--- config.mk ---
export PLATFORM = sky130hd
export DESIGN_NAME = cartridge_top
export DESIGN_NICKNAME = d
export VERILOG_FILES = /design/src/logic/cart_pkg.sv /design/src/logic/addr_translate.sv /design/src/logic/bank_table.sv /design/src/logic/cart_control.sv /design/src/logic/cartridge_top.sv /design/src/logic/crt_bank_loader.sv
export VERILOG_INCLUDE_DIRS = /design/src /design/src/logic
export SDC_FILE = /design/constraint.sdc
export NUM_CORES = 1
export LEC_CHECK = 0
export BUFFER_PORTS_ARGS = -buffer_cell sky130_fd_sc_hd__buf_2
export CORE_UTILIZATION = 25
export CTS_CLUSTER_DIAMETER = 150
export CTS_CLUSTER_SIZE = 12
export DETAILED_ROUTE_END_ITERATION = 8
export PLACE_DENSITY = 0.38
export SYNTH_ARGS = -nofsm -noshare
export SYNTH_HDL_FRONTEND = slang
export SYNTH_HIERARCHICAL = 1
export SYNTH_SLANG_ARGS = --single-unit
--- constraint.sdc ---
create_clock -name clk32 -period 3.7 [get_ports clk32]
set_input_delay 0.185 -clock clk32 [delete_from_list [all_inputs] [get_ports clk32]]
set_output_delay 0.185 -clock clk32 [all_outputs]
set_load 0.005 [all_outputs]
--- src/logic/cart_cfg.svh ---
/*
	Cartridge mapper configuration values.
	Included by the mapper RTL and by the testbench reference model
	for table depth, address windows and CRT load thresholds.
*/

`ifndef CART_CFG_SVH
`define CART_CFG_SVH

// ********************
// Bank table geometry
// ********************
`define CART_SLOTS          64        // Chip packet slots kept in the table
`define CART_SLOT_BITS      6         // Index width for CART_SLOTS

// ********************
// SDRAM address layout
// ********************
`define CART_WINDOW_BITS    13        // Offset bits inside one 8k window
`define CART_ROM_BASE_BIT   1'b1      // Top bank bit, ROM space starts at 0x100000

// ********************
// CRT load rules
// ********************
`define CART_LO_LIMIT       'h8000    // Highest load address still counted as romL
`define CART_8K             'h2000    // Packets above this size fill romH too
`define CART_OCEAN_B_COUNT  32        // Ocean images beyond this many banks are type B

`endif

--- src/logic/cart_pkg.sv ---
/*
	Shared types for the cartridge mapper.
	Modules reference these by scoped name, e.g. cart_pkg::bank_t.
	Holds the bank number, the SDRAM address and the CRT hardware
	type codes that select the banking scheme.
*/

package cart_pkg;

	// ********************
	// Bank and address types
	// ********************

	// 8k bank number as stored in the bank table
	typedef logic [6:0] bank_t;

	// Translated address into the SDRAM image of the CRT file
	typedef logic [24:0] sdram_addr_t;

	// ********************
	// CRT hardware types
	// ********************

	// Values follow the hardware type field of the CRT header.
	// Only the types handled by cart_control are listed
	typedef enum logic [15:0] {
		CART_GENERIC    = 16'd0,	// Plain 8k, 16k or Ultimax ROM
		CART_OCEAN      = 16'd5,	// Ocean type 1, A and B variants
		CART_MAGIC_DESK = 16'd19,	// Magic Desk, Domark, HES Australia
		CART_EASYFLASH  = 16'd32,	// EasyFlash, boots in Ultimax mode
		CART_XBANK      = 16'd33	// EasyFlash layout without Ultimax boot
	} cart_type_e;

endpackage

--- src/logic/addr_translate.sv ---
/*
	CPU to SDRAM address translation.
	Purely combinational; ROM reads in the romL/romH windows are
	redirected into the CRT image at 0x100000, and writes to the
	missing RAM under romL in Ultimax mode are dropped.
*/

`timescale 1ns/1ns
`include "cart_cfg.svh"

module addr_translate (
	input  logic                   reset_n,
	input  logic                   romL,		// $8000-$9FFF select
	input  logic                   romH,		// $A000-$BFFF or $E000-$FFFF select
	input  logic                   UMAXromH,	// VIC fetch from romH in Ultimax mode
	input  logic                   mem_write,
	input  logic [15:0]            addr_in,
	input  cart_pkg::bank_t        bank_lo,
	input  cart_pkg::bank_t        bank_hi,
	input  logic                   exrom_ovr,
	input  logic                   game_ovr,
	output cart_pkg::sdram_addr_t  addr_out,
	output logic                   mem_write_out
);

	localparam int BANK_BITS = $bits(cart_pkg::sdram_addr_t) - `CART_WINDOW_BITS;

	logic ultimax;

	// SDRAM window of a ROM bank, the base bit puts it above the RAM image
	function automatic logic [BANK_BITS-1:0] rom_bank(input cart_pkg::bank_t bank);
		rom_bank = BANK_BITS'({`CART_ROM_BASE_BIT, bank});
	endfunction

	assign ultimax = exrom_ovr && !game_ovr;

	// No RAM exists under romL in Ultimax mode
	assign mem_write_out = mem_write && !(romL && ultimax);

	// ********************
	// Address mapping
	// ********************
	always_comb begin
		addr_out = cart_pkg::sdram_addr_t'(addr_in);

		if (!reset_n) begin
			if (romH && !mem_write)
				addr_out[24:`CART_WINDOW_BITS] = rom_bank(bank_hi);
			if (romL && !mem_write)
				addr_out[24:`CART_WINDOW_BITS] = rom_bank(bank_lo);
			// Character ROM window, upper 4k of the romH bank
			if (UMAXromH)
				addr_out[24:`CART_WINDOW_BITS-1] = {rom_bank(bank_hi), 1'b1};
		end
	end

endmodule

--- src/logic/bank_table.sv ---
/*
	Bank number tables for the loaded CRT image.
	One synchronous write port from the packet loader, low and high
	entries written independently; one asynchronous read port per
	table for the cartridge control.
*/

`timescale 1ns/1ns
`include "cart_cfg.svh"

module bank_table (
	input  logic                        clk32,
	input  logic                        tbl_wr,
	input  logic [`CART_SLOT_BITS-1:0]  tbl_slot,
	input  cart_pkg::bank_t             tbl_lo,
	input  cart_pkg::bank_t             tbl_hi,
	input  logic                        tbl_lo_en,
	input  logic                        tbl_hi_en,
	input  logic [`CART_SLOT_BITS-1:0]  rd_slot,
	output cart_pkg::bank_t             rd_lo,
	output cart_pkg::bank_t             rd_hi
);

	// ********************
	// Storage
	// ********************
	cart_pkg::bank_t lo_banks [`CART_SLOTS];	// romL bank of each chip packet
	cart_pkg::bank_t hi_banks [`CART_SLOTS];	// romH bank of each chip packet

	always_ff @(posedge clk32) begin
		if (tbl_wr) begin
			if (tbl_lo_en)
				lo_banks[tbl_slot] <= tbl_lo;
			if (tbl_hi_en)
				hi_banks[tbl_slot] <= tbl_hi;
		end
	end

	// Reads are combinational so a bank select lands on the same edge
	assign rd_lo = lo_banks[rd_slot];
	assign rd_hi = hi_banks[rd_slot];

endmodule

--- src/logic/cart_control.sv ---
/*
	Per-type cartridge control.
	Holds the romL/romH bank registers and the EXROM/GAME overrides,
	boots them for the selected CRT type and updates them on CPU
	writes to the IOE area ($DExx).
*/

`timescale 1ns/1ns
`include "cart_cfg.svh"

module cart_control (
	input  logic                        clk32,
	input  logic                        reset_n,
	input  cart_pkg::cart_type_e        cart_id,
	input  logic [7:0]                  cart_exrom,	// EXROM field of the CRT header
	input  logic [7:0]                  cart_game,	// GAME field of the CRT header
	input  logic [7:0]                  bank_cnt,
	input  logic                        IOE,
	input  logic                        mem_write,
	input  logic [15:0]                 addr_in,
	input  logic [7:0]                  data_in,
	input  cart_pkg::bank_t             rd_lo,
	input  cart_pkg::bank_t             rd_hi,
	output logic [`CART_SLOT_BITS-1:0]  rd_slot,
	output cart_pkg::bank_t             bank_lo,
	output cart_pkg::bank_t             bank_hi,
	output logic                        exrom_ovr,
	output logic                        game_ovr
);

	logic                 old_ioe;
	logic                 ioe_wr;		// First cycle of a CPU write into IOE
	logic                 is_ef;
	logic                 boot_done;
	cart_pkg::cart_type_e old_id;

	// ********************
	// IOE write strobe
	// ********************
	always_ff @(posedge clk32)
		old_ioe <= IOE;

	assign ioe_wr = IOE && !old_ioe && mem_write;

	assign is_ef = (cart_id == cart_pkg::CART_EASYFLASH) ||
	               (cart_id == cart_pkg::CART_XBANK);

	// EasyFlash bank register write picks a table slot straight from the data bus
	assign rd_slot = (is_ef && ioe_wr && !addr_in[1]) ? data_in[`CART_SLOT_BITS-1:0] : '0;

	// ********************
	// Bank and line registers
	// ********************
	always_ff @(posedge clk32) begin
		old_id    <= cart_id;
		boot_done <= 1'b1;

		if (reset_n || (old_id != cart_id)) begin
			bank_lo   <= '0;
			bank_hi   <= '0;
			exrom_ovr <= 1'b1;	// No cartridge visible
			game_ovr  <= 1'b1;
			boot_done <= 1'b0;
		end else begin
			case (cart_id)
				// 8k, 16k or Ultimax, lines fixed by the CRT header
				cart_pkg::CART_GENERIC: begin
					exrom_ovr <= cart_exrom[0];
					game_ovr  <= cart_game[0];
					bank_lo   <= rd_lo;
					bank_hi   <= rd_hi;
				end

				// Ocean: same bank mirrored at $8000 and $A000
				cart_pkg::CART_OCEAN: begin
					if (!boot_done) begin
						exrom_ovr <= 1'b0;
						game_ovr  <= 1'b0;
					end
					if (ioe_wr) begin
						bank_lo <= cart_pkg::bank_t'(data_in[5:0]);
						bank_hi <= cart_pkg::bank_t'(data_in[5:0]);
					end
					// 512k type B runs in 8k mode, $A000 is RAM
					if (bank_cnt > 8'(`CART_OCEAN_B_COUNT))
						game_ovr <= 1'b1;
				end

				// Magic Desk: 8k mode, bit 7 switches the cartridge out
				cart_pkg::CART_MAGIC_DESK: begin
					if (!boot_done) begin
						exrom_ovr <= 1'b0;
						game_ovr  <= 1'b1;
						bank_lo   <= '0;
					end
					if (ioe_wr) begin
						if (bank_cnt <= 8'd16)
							bank_lo <= cart_pkg::bank_t'(data_in[3:0]);
						else if (bank_cnt <= 8'd32)
							bank_lo <= cart_pkg::bank_t'(data_in[4:0]);
						else if (bank_cnt <= 8'd64)
							bank_lo <= cart_pkg::bank_t'(data_in[5:0]);
						else
							bank_lo <= data_in[6:0];
						exrom_ovr <= data_in[7];
					end
				end

				// EasyFlash boots Ultimax, XBank boots 16k
				cart_pkg::CART_EASYFLASH,
				cart_pkg::CART_XBANK: begin
					if (!boot_done) begin
						exrom_ovr <= (cart_id == cart_pkg::CART_EASYFLASH);
						game_ovr  <= 1'b0;
						bank_lo   <= rd_lo;
						bank_hi   <= rd_hi;
					end
					if (ioe_wr) begin
						if (addr_in[1]) begin
							// $DE02 mode register, jumper assumed in boot position
							game_ovr  <= ~data_in[0] & data_in[2];
							exrom_ovr <= ~data_in[1];
						end else begin
							bank_lo <= rd_lo;	// $DE00 bank register
							bank_hi <= rd_hi;
						end
					end
				end

				default: ;
			endcase
		end
	end

endmodule

--- src/logic/cartridge_top.sv ---
/*
	Cartridge bank mapper top level.
	Connects the CRT packet loader, the bank table, the per-type
	control and the address translation. Drive the packet fields
	while loading, then the CPU bus signals during run time.
*/

`timescale 1ns/1ns
`include "cart_cfg.svh"

module cartridge_top (
	input  logic                   clk32,
	input  logic                   reset_n,

	// CRT image loading
	input  logic                   cart_loading,
	input  cart_pkg::cart_type_e   cart_id,
	input  logic [7:0]             cart_exrom,
	input  logic [7:0]             cart_game,
	input  logic [15:0]            cart_bank_laddr,
	input  logic [15:0]            cart_bank_size,
	input  logic [15:0]            cart_bank_num,
	input  logic [24:0]            cart_bank_raddr,
	input  logic                   cart_bank_wr,

	// Expansion port lines
	output logic                   exrom,
	output logic                   game,

	// CPU and VIC bus
	input  logic                   romL,
	input  logic                   romH,
	input  logic                   UMAXromH,
	input  logic                   IOE,
	input  logic                   mem_write,
	output logic                   mem_write_out,
	input  logic [15:0]            addr_in,
	input  logic [7:0]             data_in,
	output cart_pkg::sdram_addr_t  addr_out
);

	logic                        tbl_wr;
	logic [`CART_SLOT_BITS-1:0]  tbl_slot;
	cart_pkg::bank_t             tbl_lo;
	cart_pkg::bank_t             tbl_hi;
	logic                        tbl_lo_en;
	logic                        tbl_hi_en;
	logic [7:0]                  bank_cnt;
	logic [`CART_SLOT_BITS-1:0]  rd_slot;
	cart_pkg::bank_t             rd_lo;
	cart_pkg::bank_t             rd_hi;
	cart_pkg::bank_t             bank_lo;
	cart_pkg::bank_t             bank_hi;
	logic                        exrom_ovr;
	logic                        game_ovr;

	assign exrom = exrom_ovr;
	assign game  = game_ovr;

	// ********************
	// Loading path
	// ********************
	crt_bank_loader crt_bank_loader_inst (
		.clk32, .cart_loading, .cart_bank_wr, .cart_bank_num, .cart_bank_laddr,
		.cart_bank_size, .cart_bank_raddr, .tbl_wr, .tbl_slot, .tbl_lo, .tbl_hi,
		.tbl_lo_en, .tbl_hi_en, .bank_cnt
	);

	bank_table bank_table_inst (
		.clk32, .tbl_wr, .tbl_slot, .tbl_lo, .tbl_hi, .tbl_lo_en, .tbl_hi_en,
		.rd_slot, .rd_lo, .rd_hi
	);

	// ********************
	// Run time mapping
	// ********************
	cart_control cart_control_inst (
		.clk32, .reset_n, .cart_id, .cart_exrom, .cart_game, .bank_cnt, .IOE,
		.mem_write, .addr_in, .data_in, .rd_lo, .rd_hi, .rd_slot, .bank_lo,
		.bank_hi, .exrom_ovr, .game_ovr
	);

	addr_translate addr_translate_inst (
		.reset_n, .romL, .romH, .UMAXromH, .mem_write, .addr_in, .bank_lo,
		.bank_hi, .exrom_ovr, .game_ovr, .addr_out, .mem_write_out
	);

endmodule

--- src/logic/crt_bank_loader.sv ---
/*
	CRT chip packet loader.
	Each cart_bank_wr strobe describes one chip packet; this block
	registers the matching bank table write and counts the loaded
	packets since the last rising edge of cart_loading.
*/

`timescale 1ns/1ns
`include "cart_cfg.svh"

module crt_bank_loader (
	input  logic                        clk32,
	input  logic                        cart_loading,
	input  logic                        cart_bank_wr,
	input  logic [15:0]                 cart_bank_num,
	input  logic [15:0]                 cart_bank_laddr,	// C64 load address of the packet
	input  logic [15:0]                 cart_bank_size,
	input  logic [24:0]                 cart_bank_raddr,	// Where the packet landed in SDRAM
	output logic                        tbl_wr,
	output logic [`CART_SLOT_BITS-1:0]  tbl_slot,
	output cart_pkg::bank_t             tbl_lo,
	output cart_pkg::bank_t             tbl_hi,
	output logic                        tbl_lo_en,
	output logic                        tbl_hi_en,
	output logic [7:0]                  bank_cnt
);

	logic            old_loading;
	logic            is_low;	// Packet starts in the romL window
	cart_pkg::bank_t raddr_bank;

	assign raddr_bank = cart_bank_raddr[`CART_WINDOW_BITS +: $bits(cart_pkg::bank_t)];
	assign is_low     = (cart_bank_laddr <= `CART_LO_LIMIT);

	// Packet counter, restarted for every new image
	always_ff @(posedge clk32) begin
		old_loading <= cart_loading;
		if (!old_loading && cart_loading)
			bank_cnt <= '0;
		if (cart_bank_wr)
			bank_cnt <= bank_cnt + 8'd1;
	end

	// ********************
	// Table write request
	// ********************
	always_ff @(posedge clk32) begin
		tbl_wr    <= cart_bank_wr && (cart_bank_num < `CART_SLOTS);
		tbl_slot  <= cart_bank_num[`CART_SLOT_BITS-1:0];
		tbl_lo    <= raddr_bank;
		tbl_lo_en <= is_low;
		if (is_low) begin
			tbl_hi    <= raddr_bank + 7'd1;	// 16k packet, upper half follows
			tbl_hi_en <= (cart_bank_size > `CART_8K);
		end else begin
			tbl_hi    <= raddr_bank;
			tbl_hi_en <= 1'b1;
		end
	end

endmodule

-- After elaboration in Yosys (flattened, before gate mapping)
Memories as Yosys holds them, arrays and structs flattened.
Index checks and enable logic that the tools add are counted.
- input bits: 138
- flip-flop bits (word level): 66
- logic and storage cells: 105
- output and inout port bits: 28
- memory bits (writable): 896
- memories kept: 2
- multiplexer cells: 41
- order comparisons: 7
- reductions and logical operators: 27
- equal/unequal tests: 8
- $add $sub $neg: 2
- bitwise gates (word level): 3
- memory list (name ; depth ; width ; read ports ; clocked after Yosys merged registers in ; write ports ; line ; text):
    bank_table_inst.hi_banks ; 64 ; 7 ; 1 ; 0 ; 1 ; bank_table.sv:28 ; cart_pkg::bank_t hi_banks [`CART_SLOTS];
    bank_table_inst.lo_banks ; 64 ; 7 ; 1 ; 0 ; 1 ; bank_table.sv:27 ; cart_pkg::bank_t lo_banks [`CART_SLOTS];
- operator list (operator ; count):
    7-bit 2-to-1 mux ; 13
    16-bit by 6-bit == test with 1-bit output (second input constant) ; 2
    8-bit 2-to-1 mux ; 4
    7-bit case mux with 4 select lines ; 1
    7-bit case mux with 3 select lines ; 1
    1-bit 2-to-1 mux ; 17
    16-bit by 3-bit == test with 1-bit output (second input constant) ; 1
    16-bit by 5-bit == test with 1-bit output (second input constant) ; 1
    16-bit by 14-bit greater-than comparator with 1-bit output (second input constant) ; 1
    16-bit <= comparator (second input constant) ; 1
    16-bit zero test ; 1
    16-bit by 7-bit less-than comparator with 1-bit output (second input constant) ; 1
    16-bit != test ; 1
    13-bit 2-to-1 mux ; 1
    1-bit logical AND ; 11
    9-bit 2-to-1 mux ; 1
    8-bit by 1-bit adder with 8-bit output (second input constant) ; 1
    8-bit by 6-bit greater-than comparator with 1-bit output (second input constant) ; 1
    8-bit by 5-bit <= comparator with 1-bit output (second input constant) ; 1
    8-bit by 6-bit <= comparator with 1-bit output (second input constant) ; 1
    8-bit by 7-bit <= comparator with 1-bit output (second input constant) ; 1
    1-bit case mux with 4 select lines ; 2
    7-bit by 1-bit adder with 7-bit output (second input constant) ; 1
    1-bit zero test ; 6
    13 further kinds ; 16

-- Depth between registers and ports, before layout
An unclocked memory read counts as a cell.
- depth after elaboration: 11
- gate-level depth with buffers: 18
- depth with buffers taken out: 13

-- Hierarchy
The synthesis kept the hierarchy.
- by module, submodules not included (module ; cells an instance ; sequential area each (µm²) ; area an instance (µm²) ; instances):
    bank_table ; 1641 ; 26905.8 ; 34949.8 ; 1
    cart_control ; 182 ; 680.7 ; 1720.4 ; 1
    crt_bank_loader ; 87 ; 720.7 ; 1106.1 ; 1
    addr_translate ; 49 ; 0.0 ; 380.4 ; 1

-- Worst setup path before layout
No wires, ideal clock.
- path type: in2reg
- start point: input port cart_id[7]
- end point: register cart_control_inst.bank_lo[5]
- arrival time: 3.622 ns
- stages: 15
- slack: -0.040 ns
- cell sequence: nor4_2 -> nand4_1 -> nor3_1 -> and2_1 -> buf_2 -> buf_4 -> buf_1 -> mux4_2 -> mux4_2 -> nor2_1 -> o21ai_1 -> a32o_1 -> a32o_2 -> a21oi_1 -> o2bb2ai_1
- cells in the longest elaborated chain, start to end: 10
- RTL lines (element ; line ; text):
    from (decl) ; cartridge_top.sv:17 ; input cart_pkg::cart_type_e cart_id,
    16-bit by 6-bit == test with 1-bit output, on equally long branches ; cart_control.sv:45, cart_control.sv:46 ;
    1-bit logical OR * ; cart_control.sv:45 ; assign is_ef = (cart_id == cart_pkg::CART_EASYFLASH) ||
    1-bit logical AND * (2 in a row) ; cart_control.sv:49 ; assign rd_slot = (is_ef && ioe_wr && !addr_in[1]) ? data_in[`CART_SLOT_BITS-1:0] : '0;
    6-bit 2-to-1 mux * ; cart_control.sv:49 ;
    via rd_slot[1] ; cartridge_top.sv:49 ; logic [`CART_SLOT_BITS-1:0] rd_slot;
    memory 64 x 7 bit * ; -- ;
    via rd_lo[5] ; cartridge_top.sv:50 ; cart_pkg::bank_t rd_lo;
    7-bit 2-to-1 mux ; cart_control.sv:112 ; if (!boot_done) begin
    7-bit 2-to-1 mux ; cart_control.sv:119 ; if (addr_in[1]) begin
    7-bit 2-to-1 mux ; cart_control.sv:118 ; if (ioe_wr) begin
    7-bit case mux with 4 select lines * ; cart_control.sv:65 ; case (cart_id)
    to (signal assigned) ; cart_control.sv:70 ; bank_lo <= rd_lo;
    to (signal assigned) ; cart_control.sv:115 ; bank_lo <= rd_lo;
    to (signal assigned) ; cart_control.sv:124 ; bank_lo <= rd_lo;
    to (decl) ; cart_control.sv:25 ; output cart_pkg::bank_t bank_lo,
The timed path passes the listed nets; every way through them passes the cells marked *.
A chain may end at the register's enable or synchronous reset.

-- Worst setup path in the final report
- start point: register cart_control_inst.old_ioe
- end point: register cart_control_inst.bank_hi[1]
- cells in the longest elaborated chain, start to end: 11
- RTL lines (element ; line ; text):
    from (decl) ; cart_control.sv:31 ; logic old_ioe;
    from (signal assigned) ; cart_control.sv:41 ; old_ioe <= IOE;
    1-bit zero test * ; cart_control.sv:43 ; assign ioe_wr = IOE && !old_ioe && mem_write;
    1-bit logical AND * (2 in a row) ; cart_control.sv:43 ;
    1-bit logical AND * (2 in a row) ; cart_control.sv:49 ;
    6-bit 2-to-1 mux * ; cart_control.sv:49 ;
    via rd_slot[0] ; cartridge_top.sv:49 ;
    memory 64 x 7 bit * ; -- ;
    via rd_hi[1] ; cartridge_top.sv:51 ; cart_pkg::bank_t rd_hi;
    7-bit 2-to-1 mux ; cart_control.sv:112 ;
    7-bit 2-to-1 mux ; cart_control.sv:119 ;
    7-bit 2-to-1 mux ; cart_control.sv:118 ;
    7-bit case mux with 3 select lines * ; cart_control.sv:65 ;
    to (signal assigned) ; cart_control.sv:71 ; bank_hi <= rd_hi;
    to (signal assigned) ; cart_control.sv:116 ; bank_hi <= rd_hi;
    to (signal assigned) ; cart_control.sv:125 ; bank_hi <= rd_hi;
    to (decl) ; cart_control.sv:26 ; output cart_pkg::bank_t bank_hi,
Marked as above.

==> reports/metrics.cfg <==
[final_layout]
multi_input_area_sq_mm = 0.009060
seqCellArea_sq_mm = 0.02832
nFillCells = 14823
area_growth_pct = 20.41
nNetsFinal = 2522
drive_above_1_share_pct = 31.03
instances_no_fill = 4448

[place]
io_buffers = 107
dp_hpwl_microns = 77800
dp.cells = 4257
gp_congestion = 0.8146

[grt]
gr-total-overflow = 0
grt_first_pass_wirelength_microns = 159200
grt_max_degree = 52
grt_usage_pct = 14.50
first_global_vias = 21568
antenna_found_initial = 5

[route]
drc = 0
vias = 20348
ant_nets = 0
first_iter_violations = 1771
via_per_inst = 4.575
first_pass_iters = 6
post_drt_wl_per_cell_microns = 25.13
drt_wl_total_microns = 111800

[floorplan]
die_height_microns = 392.7
die_area_sq_mm = 0.1542
die-width_microns = 392.7
initial_core_util_pct = 25.33
num_rows = 142
core_sq_mm = 0.1507
io_pins = 166

[pwr]
p_comb_share_pct = 1.9
powerDensity_mw_per_mm2 = 460.2
p_int_mw = 16.72
vdd_ir_drop_max_v = 0.0003233
total_power_mw = 21.14
clockPowerShare_pct = 40.7
seqPwrFrac_pct = 57.4
p_switching_mw = 4.428
switching_share_pct = 20.94
leakagePower_nw = 14.45

[job]
drv_cap = 0

[timing]
slew_headroom_pct = 22.86
rsz0062_at_grt = no
hold_viol = 0
skew_ns = 0.03839
fin_setup_tns_ns = 0
timing.fmax_ghz = 0.2833
worst_pin_slew_ns = 1.157
setup_violations = 0
timing.final.crit_share_pct = 95.38
finalCriticalPeriod_ns = 3.529
drv_slew = 0

[clock_network]
root_buffer = clkbuf_16
numCtsBuffers = 90
cts_max_level = 3
cts_tree = yes
clock_path_buffers = 3
insertion_delay_ns = 0.70
cts.sinks = 962
clk_pin_slew_ns = 0.06

[synth]
async_flop_share_pct = 0
postSynthCellCount = 1959
synthDistinctLibCells = 78
yosysSeqAreaShare_pct = 74.19
syn-mean-instance-area_sq_um = 19.48
ys.flop_type = edfxtp_1
synth_area_sq_mm = 0.03816
ys_ff_latch = 962
synth_edf_count = 904
ys_warn_count = 6

[critical_path]
crit_type = reg2reg
worstPathRequired_ns = 4.24
reg2reg_setup_slack_ns = 0.17
start_kind = flip-flop
cp.arrival_ns = 4.07
end_kind = flip-flop
crit_fanout = 15

[status]
status = complete, no violations

[min_path]
min_path_type = in2reg

placed cells by master (no fill, tap or decap), types with 20 or more instances in the layout:
master         synthesis  routed
dlygate4sd3_1          0      47
mux4_2               214     214
mux4_1                20      20
mux2i_1               26      26
nand3_1               21      21
clkbuf_1              39      44
nand2_1               91      91
edfxtp_1             904     904
buf_2                 18     107
a21oi_1               23      23
dfxtp_1               58      44
o21ai_0               32      29
clkbuf_16              0      94
buf_4                 32     267
inv_1                 23      23
nor2_1               162     161
flip-flops by register name, summed over array words and instances, names as in the netlist:
signal / flops
crt_bank_loader_inst/bank_cnt: 8
crt_bank_loader_inst/tbl_slot: 6
cart_control_inst/old_id: 16
cart_control_inst/bank_lo: 7
crt_bank_loader_inst/tbl_lo_en: 1
crt_bank_loader_inst/old_loading: 1
crt_bank_loader_inst/tbl_wr: 1
cart_control_inst/game_ovr: 1
cart_control_inst/bank_hi: 7
bank_table_inst/hi_banks: 448
bank_table_inst/lo_banks: 448
cart_control_inst/boot_done: 1
cart_control_inst/exrom_ovr: 1
crt_bank_loader_inst/tbl_lo: 7
cart_control_inst/old_ioe: 1
crt_bank_loader_inst/tbl_hi: 7
crt_bank_loader_inst/tbl_hi_en: 1
final cells by class:
| type | instances | area share (%) |
|---|---|---|
| flip-flops and latches | 962 | 61.65 |
| inverters | 26 | 0.2124 |
| repair buffers | 442 | 7.427 |
| diodes | 2 | 0.01089 |
| well taps | 2016 | 5.490 |
| clock inverters | 3 | 0.06264 |
| clock buffers | 137 | 5.425 |
| multi-input cells | 860 | 19.72 |
critical path, stage by stage (launching register included):
cell      delay [ns]
dfxtp_1         0.30
nand3b_1        0.24
nor3_2          0.16
buf_4           0.17
and2_4          0.22
buf_6           0.23
buf_6           0.26
mux4_1          0.62
mux4_2          0.50
nor2_1          0.11
buf_4           0.15
o21ai_1         0.09
a22oi_1         0.18
a21oi_1         0.10
power by group through the flow:
stage / logic (mW) / registers (mW) / clock network (mW)
after floorplan: 0.118 / 12.3 / 0
after global placement: 0.358 / 12.4 / 0
after detailed placement: 0.368 / 12.4 / 0
after CTS: 0.406 / 12.1 / 8.85
after global routing: 0.438 / 12.1 / 9.19
final: 0.402 / 12.1 / 8.61
cell families (layout without fill, tap and decap cells):
| family | count (synthesis) | after routing | share of synthesized area (%) |
|---|---|---|---|
| buffers and inverters | 140 | 608 | 2.181 |
| XOR/XNOR | 28 | 28 | 0.6427 |
| AO/OA/AOI/OAI | 171 | 171 | 3.158 |
| AND/OR/NAND/NOR | 394 | 394 | 5.037 |
| adder cells (fa/ha/maj) | 2 | 2 | 0.06557 |
| multiplexers | 261 | 261 | 14.72 |
| flip-flops | 962 | 962 | 74.19 |
| other | 1 | 6 | 0.009828 |
metal layers:
layer	vias up	wire (microns)	GRT usage [%]
met5	-	0	0
met3	123	5542	2.271
met1	10870	52110	20.35
met4	0	2081	3.863
met2	551	52060	23.24
li1	8804	-	-
synth_stat cells, types with 6 or more instances:
cell type	instances	area [sq um]
mux2i_1	26	260.3
nand4_1	15	93.84
mux4_1	20	525.5
buf_2	18	90.09
nor4_1	12	75.07
and2_1	17	106.4
o221ai_1	13	113.9
edfxtp_1	904	27150
buf_4	32	240.2
nand3b_1	7	52.55
clkbuf_1	39	146.4
buf_1	7	26.28
o21ai_1	10	50.05
mux4_2	214	4820
a21oi_1	23	115.1
nand2b_1	6	37.54
xnor2_1	13	113.9
nand2_1	91	341.6
nor2b_1	6	37.54
a311oi_1	11	96.34
buf_6	13	146.4
or3_1	10	62.56
dfxtp_1	58	1161
o2bb2ai_1	10	87.58
nor2_1	162	608.1
inv_1	23	86.33
o22ai_1	16	100.1
o21ai_0	32	160.2
nor3_1	15	75.07
nand3_1	21	105.1
xor2_1	15	131.4
a31oi_1	13	81.33
a22oi_1	12	90.09
what timing repair did:
action / in CTS / in global routing
cloned: 0 / 1
hold buffers: 47 / 0
endpoints found under the setup margin: 2 / 13
hold endpoints to repair: 59 / 0
gates resized for setup: 2 / 11
buffers inserted: 0 / 1
path summary, 6_finish.rpt:
path	from	end	cells past startpoint
max	cart_control_inst/old_ioe$_DFF_P_	cart_control_inst/bank_hi[1]$_SDFFE_PN0P_	13
max reg2reg	cart_control_inst/old_ioe$_DFF_P_	cart_control_inst/bank_hi[1]$_SDFFE_PN0P_	13
min	data_in[1]	cart_control_inst/bank_lo[1]$_SDFFE_PN0P_	4
min reg2reg	cart_control_inst/bank_lo[3]$_SDFFE_PN0P_	cart_control_inst/bank_lo[3]$_SDFFE_PN0P_	1
metrics by stage:
step                      area [sq um]  utilization [%]  worst slack (ns)  hold slack (ns)
after floorplan                  38170                -           0.04392           0.2127
after CTS                        45860            30.44          0.003588          0.03770
final                            45940            30.49            0.1708          0.09167
after global routing             45940            30.49          0.006169           0.1118
after global placement           42870            28.45           -0.4214           0.2926
after detailed placement         42870            28.45           -0.4011           0.2888
Note: power is estimated with default switching activity, not from simulation.
